<file path="src/hdl/dma_chn_config.svh">
// ####################
// Bus and register layout constants of the DMA channel register block.
// Included by the package and by the blocks that decode the address.
// ####################
`ifndef DMA_CHN_CONFIG_SVH
`define DMA_CHN_CONFIG_SVH

`define DMA_ADDR_W         10
`define DMA_DATA_W         32
`define DMA_CHN_BASE       'h60
`define DMA_BLOCK_TL_W     12
`define DMA_INT_W          5

// register offsets from the channel base.
`define DMA_SAR_OFS        'h00
`define DMA_DAR_OFS        'h04
`define DMA_CTRL_A_OFS     'h08
`define DMA_CTRL_B_OFS     'h0C
`define DMA_INT_MASK_OFS   'h10
`define DMA_INT_STATUS_OFS 'h14
`define DMA_INT_CLEAR_OFS  'h18
`define DMA_SOFT_REQ_OFS   'h1C
`define DMA_EN_OFS         'h20

`endif

</file>
<file path="src/hdl/dma_chn_pkg.sv">
// ####################
// Types shared by the DMA channel registers and their testbench.
// Referenced by scoped name, never imported.
// ####################
`default_nettype none

`include "dma_chn_config.svh"

package dma_chn_pkg;

  // AHB transfer type.
  typedef enum logic [1:0] {
    IDLE   = 2'b00,
    BUSY   = 2'b01,
    NONSEQ = 2'b10,
    SEQ    = 2'b11
  } htrans_e;

  // register addressed by an access.
  typedef enum logic [3:0] {
    SEL_NONE       = 4'd0,
    SEL_SAR        = 4'd1,
    SEL_DAR        = 4'd2,
    SEL_CTRL_A     = 4'd3,
    SEL_CTRL_B     = 4'd4,
    SEL_INT_MASK   = 4'd5,
    SEL_INT_STATUS = 4'd6,
    SEL_INT_CLEAR  = 4'd7,
    SEL_SOFT_REQ   = 4'd8,
    SEL_EN         = 4'd9
  } reg_sel_e;

  typedef enum logic [1:0] {
    ADDR_INC   = 2'b00,
    ADDR_DEC   = 2'b01,
    ADDR_FIXED = 2'b10
  } addr_inc_e;

  typedef enum logic [1:0] {
    TR_BYTE = 2'b00,
    TR_HALF = 2'b01,
    TR_WORD = 2'b10
  } tr_width_e;

  typedef logic [`DMA_DATA_W-1:0]     data_t;
  typedef logic [`DMA_BLOCK_TL_W-1:0] block_tl_t;
  typedef logic [`DMA_INT_W-1:0]      int_vec_t; // 4 pend, 3 trgcmp, 2 htfr, 1 tfr, 0 err.

endpackage

`default_nettype wire

</file>
<file path="src/hdl/dma_chn_ahb_slv.sv">
// ####################
// AHB-lite slave port of the channel registers. Decodes the address phase
// into a registered select and write strobe, applies the config lock and
// returns the read data in the data phase. Always zero wait states.
// ####################
`timescale 1ns/1ps
`default_nettype none

`include "dma_chn_config.svh"

module dma_chn_ahb_slv (
  input  logic                       hclk,
  input  logic                       hrst_n,
  input  logic                       hsel,
  input  dma_chn_pkg::htrans_e       htrans,
  input  logic                       hwrite,
  input  logic [`DMA_ADDR_W-1:0]     haddr,
  input  logic                       chn_en,
  input  dma_chn_pkg::data_t         sar_img,
  input  dma_chn_pkg::data_t         dar_img,
  input  dma_chn_pkg::data_t         ctrl_a_img,
  input  dma_chn_pkg::data_t         ctrl_b_img,
  input  dma_chn_pkg::data_t         mask_img,
  input  dma_chn_pkg::data_t         status_img,
  input  dma_chn_pkg::data_t         en_img,
  output dma_chn_pkg::reg_sel_e      sel,
  output logic                       wr_stb,
  output dma_chn_pkg::data_t         hrdata
);

  logic                      valid;
  logic [`DMA_ADDR_W-1:0]    ofs;
  dma_chn_pkg::reg_sel_e     sel_nxt;
  logic                      cfg_locked;
  logic                      rd_q;

  assign valid = hsel && (htrans == dma_chn_pkg::NONSEQ || htrans == dma_chn_pkg::SEQ);
  assign ofs   = haddr - `DMA_ADDR_W'(`DMA_CHN_BASE); // wraps out of range below the base.

  always_comb begin
    sel_nxt = dma_chn_pkg::SEL_NONE;
    if (valid) begin
      case (ofs)
        `DMA_ADDR_W'(`DMA_SAR_OFS):        sel_nxt = dma_chn_pkg::SEL_SAR;
        `DMA_ADDR_W'(`DMA_DAR_OFS):        sel_nxt = dma_chn_pkg::SEL_DAR;
        `DMA_ADDR_W'(`DMA_CTRL_A_OFS):     sel_nxt = dma_chn_pkg::SEL_CTRL_A;
        `DMA_ADDR_W'(`DMA_CTRL_B_OFS):     sel_nxt = dma_chn_pkg::SEL_CTRL_B;
        `DMA_ADDR_W'(`DMA_INT_MASK_OFS):   sel_nxt = dma_chn_pkg::SEL_INT_MASK;
        `DMA_ADDR_W'(`DMA_INT_STATUS_OFS): sel_nxt = dma_chn_pkg::SEL_INT_STATUS;
        `DMA_ADDR_W'(`DMA_INT_CLEAR_OFS):  sel_nxt = dma_chn_pkg::SEL_INT_CLEAR;
        `DMA_ADDR_W'(`DMA_SOFT_REQ_OFS):   sel_nxt = dma_chn_pkg::SEL_SOFT_REQ;
        `DMA_ADDR_W'(`DMA_EN_OFS):         sel_nxt = dma_chn_pkg::SEL_EN;
        default:                           sel_nxt = dma_chn_pkg::SEL_NONE;
      endcase
    end
  end

  // transfer setup cannot change under a running channel.
  assign cfg_locked = chn_en && (sel_nxt == dma_chn_pkg::SEL_SAR ||
                                 sel_nxt == dma_chn_pkg::SEL_DAR ||
                                 sel_nxt == dma_chn_pkg::SEL_CTRL_A ||
                                 sel_nxt == dma_chn_pkg::SEL_CTRL_B);

  always_ff @(posedge hclk or negedge hrst_n) begin
    if (!hrst_n) begin
      sel    <= dma_chn_pkg::SEL_NONE;
      wr_stb <= 1'b0;
      rd_q   <= 1'b0;
    end else begin
      sel    <= sel_nxt;
      wr_stb <= valid && hwrite && !cfg_locked;
      rd_q   <= valid && !hwrite;
    end
  end

  // clear and soft request are write only and fall into the default.
  always_comb begin
    hrdata = '0;
    if (rd_q) begin
      case (sel)
        dma_chn_pkg::SEL_SAR:        hrdata = sar_img;
        dma_chn_pkg::SEL_DAR:        hrdata = dar_img;
        dma_chn_pkg::SEL_CTRL_A:     hrdata = ctrl_a_img;
        dma_chn_pkg::SEL_CTRL_B:     hrdata = ctrl_b_img;
        dma_chn_pkg::SEL_INT_MASK:   hrdata = mask_img;
        dma_chn_pkg::SEL_INT_STATUS: hrdata = status_img;
        dma_chn_pkg::SEL_EN:         hrdata = en_img;
        default:                     hrdata = '0;
      endcase
    end
  end

endmodule

`default_nettype wire

</file>
<file path="src/hdl/dma_chn_cfg_regs.sv">
// ####################
// Channel configuration registers: addresses, control A and B, the enable
// and the software trigger pulse. Written in the data phase of the bus.
// ####################
`timescale 1ns/1ps
`default_nettype none

module dma_chn_cfg_regs (
  input  logic                        hclk,
  input  logic                        hrst_n,
  input  dma_chn_pkg::reg_sel_e       sel,
  input  logic                        wr_stb,
  input  dma_chn_pkg::data_t          hwdata,
  input  logic                        en_clr,
  output dma_chn_pkg::data_t          sar_img,
  output dma_chn_pkg::data_t          dar_img,
  output dma_chn_pkg::data_t          ctrl_a_img,
  output dma_chn_pkg::data_t          ctrl_b_img,
  output dma_chn_pkg::data_t          en_img,
  output dma_chn_pkg::data_t          chn_sar,
  output dma_chn_pkg::data_t          chn_dar,
  output dma_chn_pkg::block_tl_t      chn_block_tl,
  output dma_chn_pkg::addr_inc_e      chn_sinc,
  output dma_chn_pkg::addr_inc_e      chn_dinc,
  output dma_chn_pkg::tr_width_e      chn_src_width,
  output dma_chn_pkg::tr_width_e      chn_dst_width,
  output logic [1:0]                  chn_trg_mode,
  output logic                        int_en,
  output logic                        chn_en,
  output logic                        chn_soft_trg
);

  logic wr_sar;
  logic wr_dar;
  logic wr_ctrl_a;
  logic wr_ctrl_b;
  logic wr_soft_req;
  logic wr_en;

  assign wr_sar      = wr_stb && (sel == dma_chn_pkg::SEL_SAR);
  assign wr_dar      = wr_stb && (sel == dma_chn_pkg::SEL_DAR);
  assign wr_ctrl_a   = wr_stb && (sel == dma_chn_pkg::SEL_CTRL_A);
  assign wr_ctrl_b   = wr_stb && (sel == dma_chn_pkg::SEL_CTRL_B);
  assign wr_soft_req = wr_stb && (sel == dma_chn_pkg::SEL_SOFT_REQ);
  assign wr_en       = wr_stb && (sel == dma_chn_pkg::SEL_EN);

  always_ff @(posedge hclk or negedge hrst_n) begin
    if (!hrst_n) begin
      chn_sar <= '0;
      chn_dar <= '0;
    end else begin
      if (wr_sar) begin
        chn_sar <= hwdata;
      end
      if (wr_dar) begin
        chn_dar <= hwdata;
      end
    end
  end

  // control A. block length and the per-side increment and width.
  always_ff @(posedge hclk or negedge hrst_n) begin
    if (!hrst_n) begin
      chn_block_tl  <= '0;
      chn_sinc      <= dma_chn_pkg::ADDR_INC;
      chn_dinc      <= dma_chn_pkg::ADDR_INC;
      chn_src_width <= dma_chn_pkg::TR_BYTE;
      chn_dst_width <= dma_chn_pkg::TR_BYTE;
    end else if (wr_ctrl_a) begin
      chn_block_tl  <= hwdata[23:12];
      chn_sinc      <= dma_chn_pkg::addr_inc_e'(hwdata[7:6]);
      chn_dinc      <= dma_chn_pkg::addr_inc_e'(hwdata[5:4]);
      chn_src_width <= dma_chn_pkg::tr_width_e'(hwdata[3:2]);
      chn_dst_width <= dma_chn_pkg::tr_width_e'(hwdata[1:0]);
    end
  end

  always_ff @(posedge hclk or negedge hrst_n) begin
    if (!hrst_n) begin
      chn_trg_mode <= 2'b00;
      int_en       <= 1'b0;
    end else if (wr_ctrl_b) begin
      chn_trg_mode <= hwdata[2:1];
      int_en       <= hwdata[0];
    end
  end

  // bus write has priority over the state machine clear.
  always_ff @(posedge hclk or negedge hrst_n) begin
    if (!hrst_n) begin
      chn_en <= 1'b0;
    end else if (wr_en) begin
      chn_en <= hwdata[0];
    end else if (en_clr) begin
      chn_en <= 1'b0;
    end
  end

  always_ff @(posedge hclk or negedge hrst_n) begin
    if (!hrst_n) begin
      chn_soft_trg <= 1'b0;
    end else begin
      chn_soft_trg <= wr_soft_req && hwdata[0]; // single cycle pulse.
    end
  end

  assign sar_img    = chn_sar;
  assign dar_img    = chn_dar;
  assign ctrl_a_img = dma_chn_pkg::data_t'({chn_block_tl, 4'h0, chn_sinc, chn_dinc,
                                            chn_src_width, chn_dst_width});
  assign ctrl_b_img = dma_chn_pkg::data_t'({chn_trg_mode, int_en});
  assign en_img     = dma_chn_pkg::data_t'(chn_en);

endmodule

`default_nettype wire

</file>
<file path="src/hdl/dma_chn_int_ctrl.sv">
// ####################
// Channel interrupt block. Five set-dominant status bits, their mask,
// write-one-to-clear and the masked channel interrupt.
// ####################
`timescale 1ns/1ps
`default_nettype none

module dma_chn_int_ctrl (
  input  logic                   hclk,
  input  logic                   hrst_n,
  input  dma_chn_pkg::reg_sel_e  sel,
  input  logic                   wr_stb,
  input  dma_chn_pkg::data_t     hwdata,
  input  logic                   int_en,
  input  logic                   ev_err,
  input  logic                   ev_htfr,
  input  logic                   ev_tfr,
  input  logic                   ev_trgcmp,
  input  logic                   ev_pend,
  output dma_chn_pkg::data_t     mask_img,
  output dma_chn_pkg::data_t     status_img,
  output logic                   chn_pend,
  output logic                   chn_irq
);

  dma_chn_pkg::int_vec_t ev_vec;
  dma_chn_pkg::int_vec_t mask;
  dma_chn_pkg::int_vec_t status;
  dma_chn_pkg::int_vec_t clr_q;
  logic                  wr_mask;
  logic                  wr_clear;

  assign ev_vec   = {ev_pend, ev_trgcmp, ev_htfr, ev_tfr, ev_err};
  assign wr_mask  = wr_stb && (sel == dma_chn_pkg::SEL_INT_MASK);
  assign wr_clear = wr_stb && (sel == dma_chn_pkg::SEL_INT_CLEAR);

  always_ff @(posedge hclk or negedge hrst_n) begin
    if (!hrst_n) begin
      mask <= '0;
    end else if (wr_mask) begin
      mask <= dma_chn_pkg::int_vec_t'(hwdata);
    end
  end

  // clear bits live for one cycle after the write.
  always_ff @(posedge hclk or negedge hrst_n) begin
    if (!hrst_n) begin
      clr_q <= '0;
    end else begin
      clr_q <= wr_clear ? dma_chn_pkg::int_vec_t'(hwdata) : '0;
    end
  end

  always_ff @(posedge hclk or negedge hrst_n) begin
    if (!hrst_n) begin
      status <= '0;
    end else begin
      status <= ev_vec | (status & ~clr_q); // an event beats a clear.
    end
  end

  assign mask_img   = dma_chn_pkg::data_t'(mask);
  // pend is kept off the status image.
  assign status_img = dma_chn_pkg::data_t'(status[3:0]);
  assign chn_pend   = status[4];
  assign chn_irq    = int_en && (|(status & mask));

endmodule

`default_nettype wire

</file>
<file path="src/hdl/dma_chn_regs.sv">
// ####################
// Register block of one DMA channel. Joins the AHB-lite slave port to the
// configuration and interrupt registers seen by the channel FSM.
// ####################
`timescale 1ns/1ps
`default_nettype none

`include "dma_chn_config.svh"

module dma_chn_regs (
  input  logic                       hclk,
  input  logic                       hrst_n,
  // AHB-lite slave.
  input  logic                       hsel,
  input  dma_chn_pkg::htrans_e       htrans,
  input  logic                       hwrite,
  input  logic [`DMA_ADDR_W-1:0]     haddr,
  input  dma_chn_pkg::data_t         hwdata,
  output dma_chn_pkg::data_t         hrdata,
  // channel FSM side.
  input  logic                       ev_err,
  input  logic                       ev_htfr,
  input  logic                       ev_tfr,
  input  logic                       ev_trgcmp,
  input  logic                       ev_pend,
  input  logic                       en_clr,
  output dma_chn_pkg::data_t         chn_sar,
  output dma_chn_pkg::data_t         chn_dar,
  output dma_chn_pkg::block_tl_t     chn_block_tl,
  output dma_chn_pkg::addr_inc_e     chn_sinc,
  output dma_chn_pkg::addr_inc_e     chn_dinc,
  output dma_chn_pkg::tr_width_e     chn_src_width,
  output dma_chn_pkg::tr_width_e     chn_dst_width,
  output logic [1:0]                 chn_trg_mode,
  output logic                       chn_en,
  output logic                       chn_soft_trg,
  output logic                       chn_pend,
  output logic                       chn_irq
);

  dma_chn_pkg::reg_sel_e sel;
  logic                  wr_stb;
  logic                  int_en;
  dma_chn_pkg::data_t    sar_img;
  dma_chn_pkg::data_t    dar_img;
  dma_chn_pkg::data_t    ctrl_a_img;
  dma_chn_pkg::data_t    ctrl_b_img;
  dma_chn_pkg::data_t    en_img;
  dma_chn_pkg::data_t    mask_img;
  dma_chn_pkg::data_t    status_img;

  dma_chn_ahb_slv u_slv (
    .hclk       (hclk),
    .hrst_n     (hrst_n),
    .hsel       (hsel),
    .htrans     (htrans),
    .hwrite     (hwrite),
    .haddr      (haddr),
    .chn_en     (chn_en),
    .sar_img    (sar_img),
    .dar_img    (dar_img),
    .ctrl_a_img (ctrl_a_img),
    .ctrl_b_img (ctrl_b_img),
    .mask_img   (mask_img),
    .status_img (status_img),
    .en_img     (en_img),
    .sel        (sel),
    .wr_stb     (wr_stb),
    .hrdata     (hrdata)
  );

  dma_chn_cfg_regs u_cfg (
    .hclk          (hclk),
    .hrst_n        (hrst_n),
    .sel           (sel),
    .wr_stb        (wr_stb),
    .hwdata        (hwdata),
    .en_clr        (en_clr),
    .sar_img       (sar_img),
    .dar_img       (dar_img),
    .ctrl_a_img    (ctrl_a_img),
    .ctrl_b_img    (ctrl_b_img),
    .en_img        (en_img),
    .chn_sar       (chn_sar),
    .chn_dar       (chn_dar),
    .chn_block_tl  (chn_block_tl),
    .chn_sinc      (chn_sinc),
    .chn_dinc      (chn_dinc),
    .chn_src_width (chn_src_width),
    .chn_dst_width (chn_dst_width),
    .chn_trg_mode  (chn_trg_mode),
    .int_en        (int_en),
    .chn_en        (chn_en),
    .chn_soft_trg  (chn_soft_trg)
  );

  dma_chn_int_ctrl u_int (
    .hclk       (hclk),
    .hrst_n     (hrst_n),
    .sel        (sel),
    .wr_stb     (wr_stb),
    .hwdata     (hwdata),
    .int_en     (int_en),
    .ev_err     (ev_err),
    .ev_htfr    (ev_htfr),
    .ev_tfr     (ev_tfr),
    .ev_trgcmp  (ev_trgcmp),
    .ev_pend    (ev_pend),
    .mask_img   (mask_img),
    .status_img (status_img),
    .chn_pend   (chn_pend),
    .chn_irq    (chn_irq)
  );

endmodule

`default_nettype wire
</file>
<file path="config.mk">
export PLATFORM = sky130hd
export DESIGN_NAME = dma_chn_regs
export DESIGN_NICKNAME = d
export VERILOG_FILES = /design/src/hdl/dma_chn_pkg.sv /design/src/hdl/dma_chn_ahb_slv.sv /design/src/hdl/dma_chn_cfg_regs.sv /design/src/hdl/dma_chn_int_ctrl.sv /design/src/hdl/dma_chn_regs.sv
export VERILOG_INCLUDE_DIRS = /design/src /design/src/hdl
export SDC_FILE = /design/constraint.sdc
export NUM_CORES = 1
export LEC_CHECK = 0
export BUFFER_PORTS_ARGS = -buffer_cell sky130_fd_sc_hd__buf_2
export CAP_MARGIN = 20
export CORE_UTILIZATION = 45
export DETAILED_ROUTE_END_ITERATION = 7
export PLACE_DENSITY = 0.76
export SYNTH_ARGS = -nofsm -noshare
export SYNTH_HDL_FRONTEND = slang
export SYNTH_SLANG_ARGS = --single-unit
export TNS_END_PERCENT = 50
</file>
<file path="constraint.sdc">
create_clock -name hclk -period 2.1 [get_ports hclk]
set_clock_uncertainty 0.2 [all_clocks]
set_input_delay 0.42 -clock hclk [delete_from_list [all_inputs] [get_ports hclk]]
set_output_delay 0.42 -clock hclk [all_outputs]
set_load 0.03 [all_outputs]
</file>
==> results.md <==
Yosys:
- Multiplexer cells account for 24.87% of the synthesized area.
- During synthesis, Yosys emitted a total of 0 warnings.
- The dominant register cell in the synthesized netlist is dfrtp_1.
- The top-area cell type share of the netlist area is 54.39%.
- Of all cell types, the one taking the most synthesized area is dfrtp_1.
- Synthesis inferred 110 register bits.
- Of all flip-flops after synthesis, the portion carrying an async set or reset was 100.0%.
- The synthesized netlist devotes 0.5192% of its cell area to XOR and XNOR gates.
- Yosys mapped a number of flops with a built-in enable equal to 0.
- The net count after synthesis is 458.
- The area of the mapped netlist is 5061 µm².
- The number of standard cells after synthesis is 403.
- The average size of a mapped cell is 12.56 µm².
- The fraction of the yosys area taken by sequential cells is 54.39%.
- Summing the areas of all compound-gate instances in the mapped netlist gives 9.197% of the synthesized area.
- After synthesis, the largest family of logic cells by area is multiplexers.
- Yosys attributes the largest share of cell area to dfrtp_1, mux2_2, a22oi_1.
- The count of different cell masters after synthesis is 43.
- The simple-gate portion of the synthesized area is 8.381%.
- Of the total synthesized cell area, the portion taken by full adders, half adders and majority gates is 0.2472%.

Critical path:
- The cell with the biggest individual delay on the critical path is dfrtp_2.
- The worst setup slack for register-to-register paths is 0.08 ns.
- The worst setup path is launched from a flop.
- The worst register-to-register path ends at u_cfg.chn_dst_width[0].
- In this design, the stage delay of the slowest critical-path cell is 0.46 ns.
- The largest fanout of any net on the critical path is 6.
- The worst reg2reg path depth is 8.
- The worst setup path is captured at a primary output.
- Traced cell by cell, the critical path runs through buf_4 -> nor3b_2 -> a32oi_1 -> or2_2 -> a21oi_2 -> buf_6.
- The data arrival time of the critical path is 1.88 ns.
- The reg-to-reg startpoint is u_slv.sel[3].
- The critical path start-end classification is reg2out.
- At the worst endpoint, the required time is 1.48 ns.

STA:
- In the finished design, the share of the clock period the worst path needs comes to 118.9%.
- Setup violations remaining at the end of the flow were counted as 32.
- Setup repair after global routing could not meet its margin everywhere.
- The number of pins exceeding their max-slew limit in the final report is 0.
- The number of hold violations in the final report came to 0.
- In the final timing run, aggregate negative setup slack is -11.59 ns.
- The final critical path time including I/O delays and setup is 2.498 ns.
- Derived from the worst setup path, the maximum achievable clock frequency is 0.4004 GHz.
- In this run the tightest slew margin relative to its limit is 63.40%.
- The slew of the pin with the lowest slew margin is 0.5352 ns.
- After layout, the worst setup slack is -0.3976 ns.

Clock tree:
- The maximum clock insertion buffer count is 2.
- The total clock buffers created by CTS is 9.
- After clock tree synthesis, the clock-pin slew on the worst setup and hold paths is 0.10 ns.
- The root buffer cell is clkbuf_8.
- The depth of the CTS H-tree is 3.
- The number of clock sinks is 110.
- The CTS tree is yes.
- Clock latency on the worst-skew pair, taken at its later pin, is 0.37 ns.

Pwr:
- Summed over all cells, the static leakage comes to 0.003256 µW.
- Across the VDD grid, the largest voltage drop is 0.2852 mV.
- The power density over the cells is 538.4 nW/µm².

Cells and area:
- The summed area of non-filler cells in the final layout is 7153 µm².
- Counting the fill cells in the layout gives 799.
- Across the whole layout, storage elements account for 2756 µm².
- In the layout the commonest cells are buf_2, mux2_2, dfrtp_1, buf_4, nor2_2.
- The area occupied by multi-input gates is 2445 µm².
- The final layout net count is 677.
- The library cell used most frequently in the layout, excluding fill and tap cells, is buf_2.
- The share of layout cells above drive strength 1 is 66.51%.
- The area growth from synthesis to layout is 41.33%.

Global route:
- The first global-routing pass estimated 21.09 mm of wire.
- The total grt overflow is 0.
- The pin count of the biggest net entering global routing is 42.
- In the global route stage, overall resource usage came out at 23.83%.
- The number of antenna violations at the first check in global routing came to 1.
- The number of global-route vias before repair is 4094.

Worst hold path:
- For hold timing, the worst endpoint is u_int.status[1].
- The worst hold-check path type is in2reg.
- The instance count along the most critical hold path is 2.
- The startpoint of the tightest hold check path is ev_tfr.

Drt:
- The routed design has 13.81 mm of wire.
- The number of DRC violations after detailed routing is 0.
- The violation count after the first detailed-routing iteration is 211.
- The detailed-routing iteration count for the pre-antenna-repair pass is 4.
- The average routed wire per standard cell is 17.99 µm.
- Dividing the detail-routed via count by the number of cells gives 5.509.
- The remaining antenna violation count after routing is 0.
- The detailed router placed 4231 vias in this run.

Outcome:
- The final reports fail on setup timing.
- The flow ran to the end, but the final reports show violations.

Placed design:
- At the end of routability-driven placement, the weighted congestion stood at 0.8359.
- The area of placed instances is 6554 µm².
- The number of input and output port buffers inserted is 174.
- Once detailed placement completed, the half-perimeter wirelength came to 9.876 mm.

Floorplan:
- 176 I/O pins were placed.
- From bottom edge to top edge, the die measures 108.1 µm.
- The floorplan step defined a core boundary enclosing 10890 µm².
- The die covers 11670 µm².
- The number of rows in the core area is 38.
- The die extent in x is 108.1 µm.
- Once the floorplan was initialized, standard cells occupied 46.48% of the core.

Job:
- The tool flagged a number of max-cap violations equal to 0.
sequential cells by signal, summed over array words and instances, names as in the netlist:
name / flops
u_slv.wr_stb: 1
u_cfg.chn_soft_trg: 1
u_int.status: 5
u_int.mask: 5
u_cfg.chn_block_tl: 12
u_cfg.chn_trg_mode: 2
u_cfg.int_en: 1
u_cfg.chn_dst_width: 2
u_slv.sel: 4
u_cfg.chn_src_width: 2
u_int.clr_q: 5
u_cfg.chn_en: 1
u_slv.rd_q: 1
u_cfg.chn_dinc: 2
u_cfg.chn_sar: 32
u_cfg.chn_sinc: 2
u_cfg.chn_dar: 32
power by group:
part / switching, µW / internal, µW
registers: 57.7 / 2180
logic: 278 / 168
clock network: 698 / 465
through the flow:
step | power [µW] | util [%] | hold slack (ns) | cells | setup WS, ns
2_1_floorplan | 2500 | - | -0.07559 | 403 | -0.06514
3_3_place_gp | 2708 | 60.19 | 0.1568 | 735 | -0.1911
3_5_place_dp | 2727 | 60.19 | 0.1622 | 735 | -0.1912
4_1_cts | 3881 | 65.10 | 0.01207 | 767 | -0.4018
5_1_grt | 4002 | 65.70 | 0.01868 | 768 | -0.4922
6_report | 3851 | 65.70 | 0.02500 | 768 | -0.3976
synthesized netlist by cell type, types with 4 or more instances:
cell type and instances:
a32oi_1 4, nor2b_1 5, a21oi_1 5, nand3_1 4, nor2_1 40, nand2_1 12, and2_1 6, a22oi_1 31
mux2_2 110, inv_1 7, dfrtp_1 110, clkbuf_1 7, a21o_1 6, buf_2 13
layout make-up:
| class | count | area share [%] |
|---|---|---|
| antenna | 1 | 0.03498 |
| inverter | 7 | 0.3673 |
| timing repair buffer | 229 | 21.97 |
| clock buffer | 11 | 1.977 |
| multi-input combinational | 265 | 34.18 |
| sequential | 110 | 38.53 |
| clock inverter | 5 | 0.4898 |
| tap | 140 | 2.449 |
worst max-delay path: cells and delay by family (launching register included):
kind | cells | cell delay (ns)
flip-flops | 1 | 0.46
AND/OR/NAND/NOR | 2 | 0.48
buffers and inverters | 2 | 0.31
AO/OA/AOI/OAI | 2 | 0.27
routing by layer:
metal | global-route usage [%] | wire [µm] | vias up
met1 | 31.22 | 5919 | 2125
met2 | 40.63 | 6844 | 183
li1 | - | - | 1905
met4 | 8.023 | 210 | 0
met5 | 0 | 0 | -
met3 | 3.195 | 838 | 18
what timing repair did:
| item | CTS | global route |
|---|---|---|
| gates resized for setup | 73 | 15 |
| cloned | 2 | 0 |
| hold endpoints to repair | 25 | 0 |
| pin swaps | 9 | 2 |
| buffers inserted | 13 | 0 |
| hold buffers | 1 | 0 |
| setup endpoints to repair | 61 | 50 |
cells by family (layout without fill, tap and decap cells):
family                     Yosys count  after routing
AOI/OAI and AO/OA                   62             62
xor gates and xnor gates             3              3
DFF                                110            110
muxes                              112            112
and+or+nand+nor                     87             87
adders and majority gates            1              1
buffers and inverters               28            252
other                                0              1
how the worst max path moves through the flow:
stage	from	to	slack (ns)	depth (start not counted)
finish	u_slv.sel[2]	hrdata[3]	-0.40	6
global route	u_slv.sel[1]	hrdata[27]	-0.49	6
CTS	u_slv.sel[1]	hrdata[19]	-0.40	6
detailed placement	u_slv.sel[1]	hrdata[10]	-0.19	6
global placement	u_slv.sel[0]	hrdata[19]	-0.19	5
floorplan	u_slv.sel[0]	hrdata[2]	-0.07	4
Note: power is estimated with default switching activity, not from simulation.
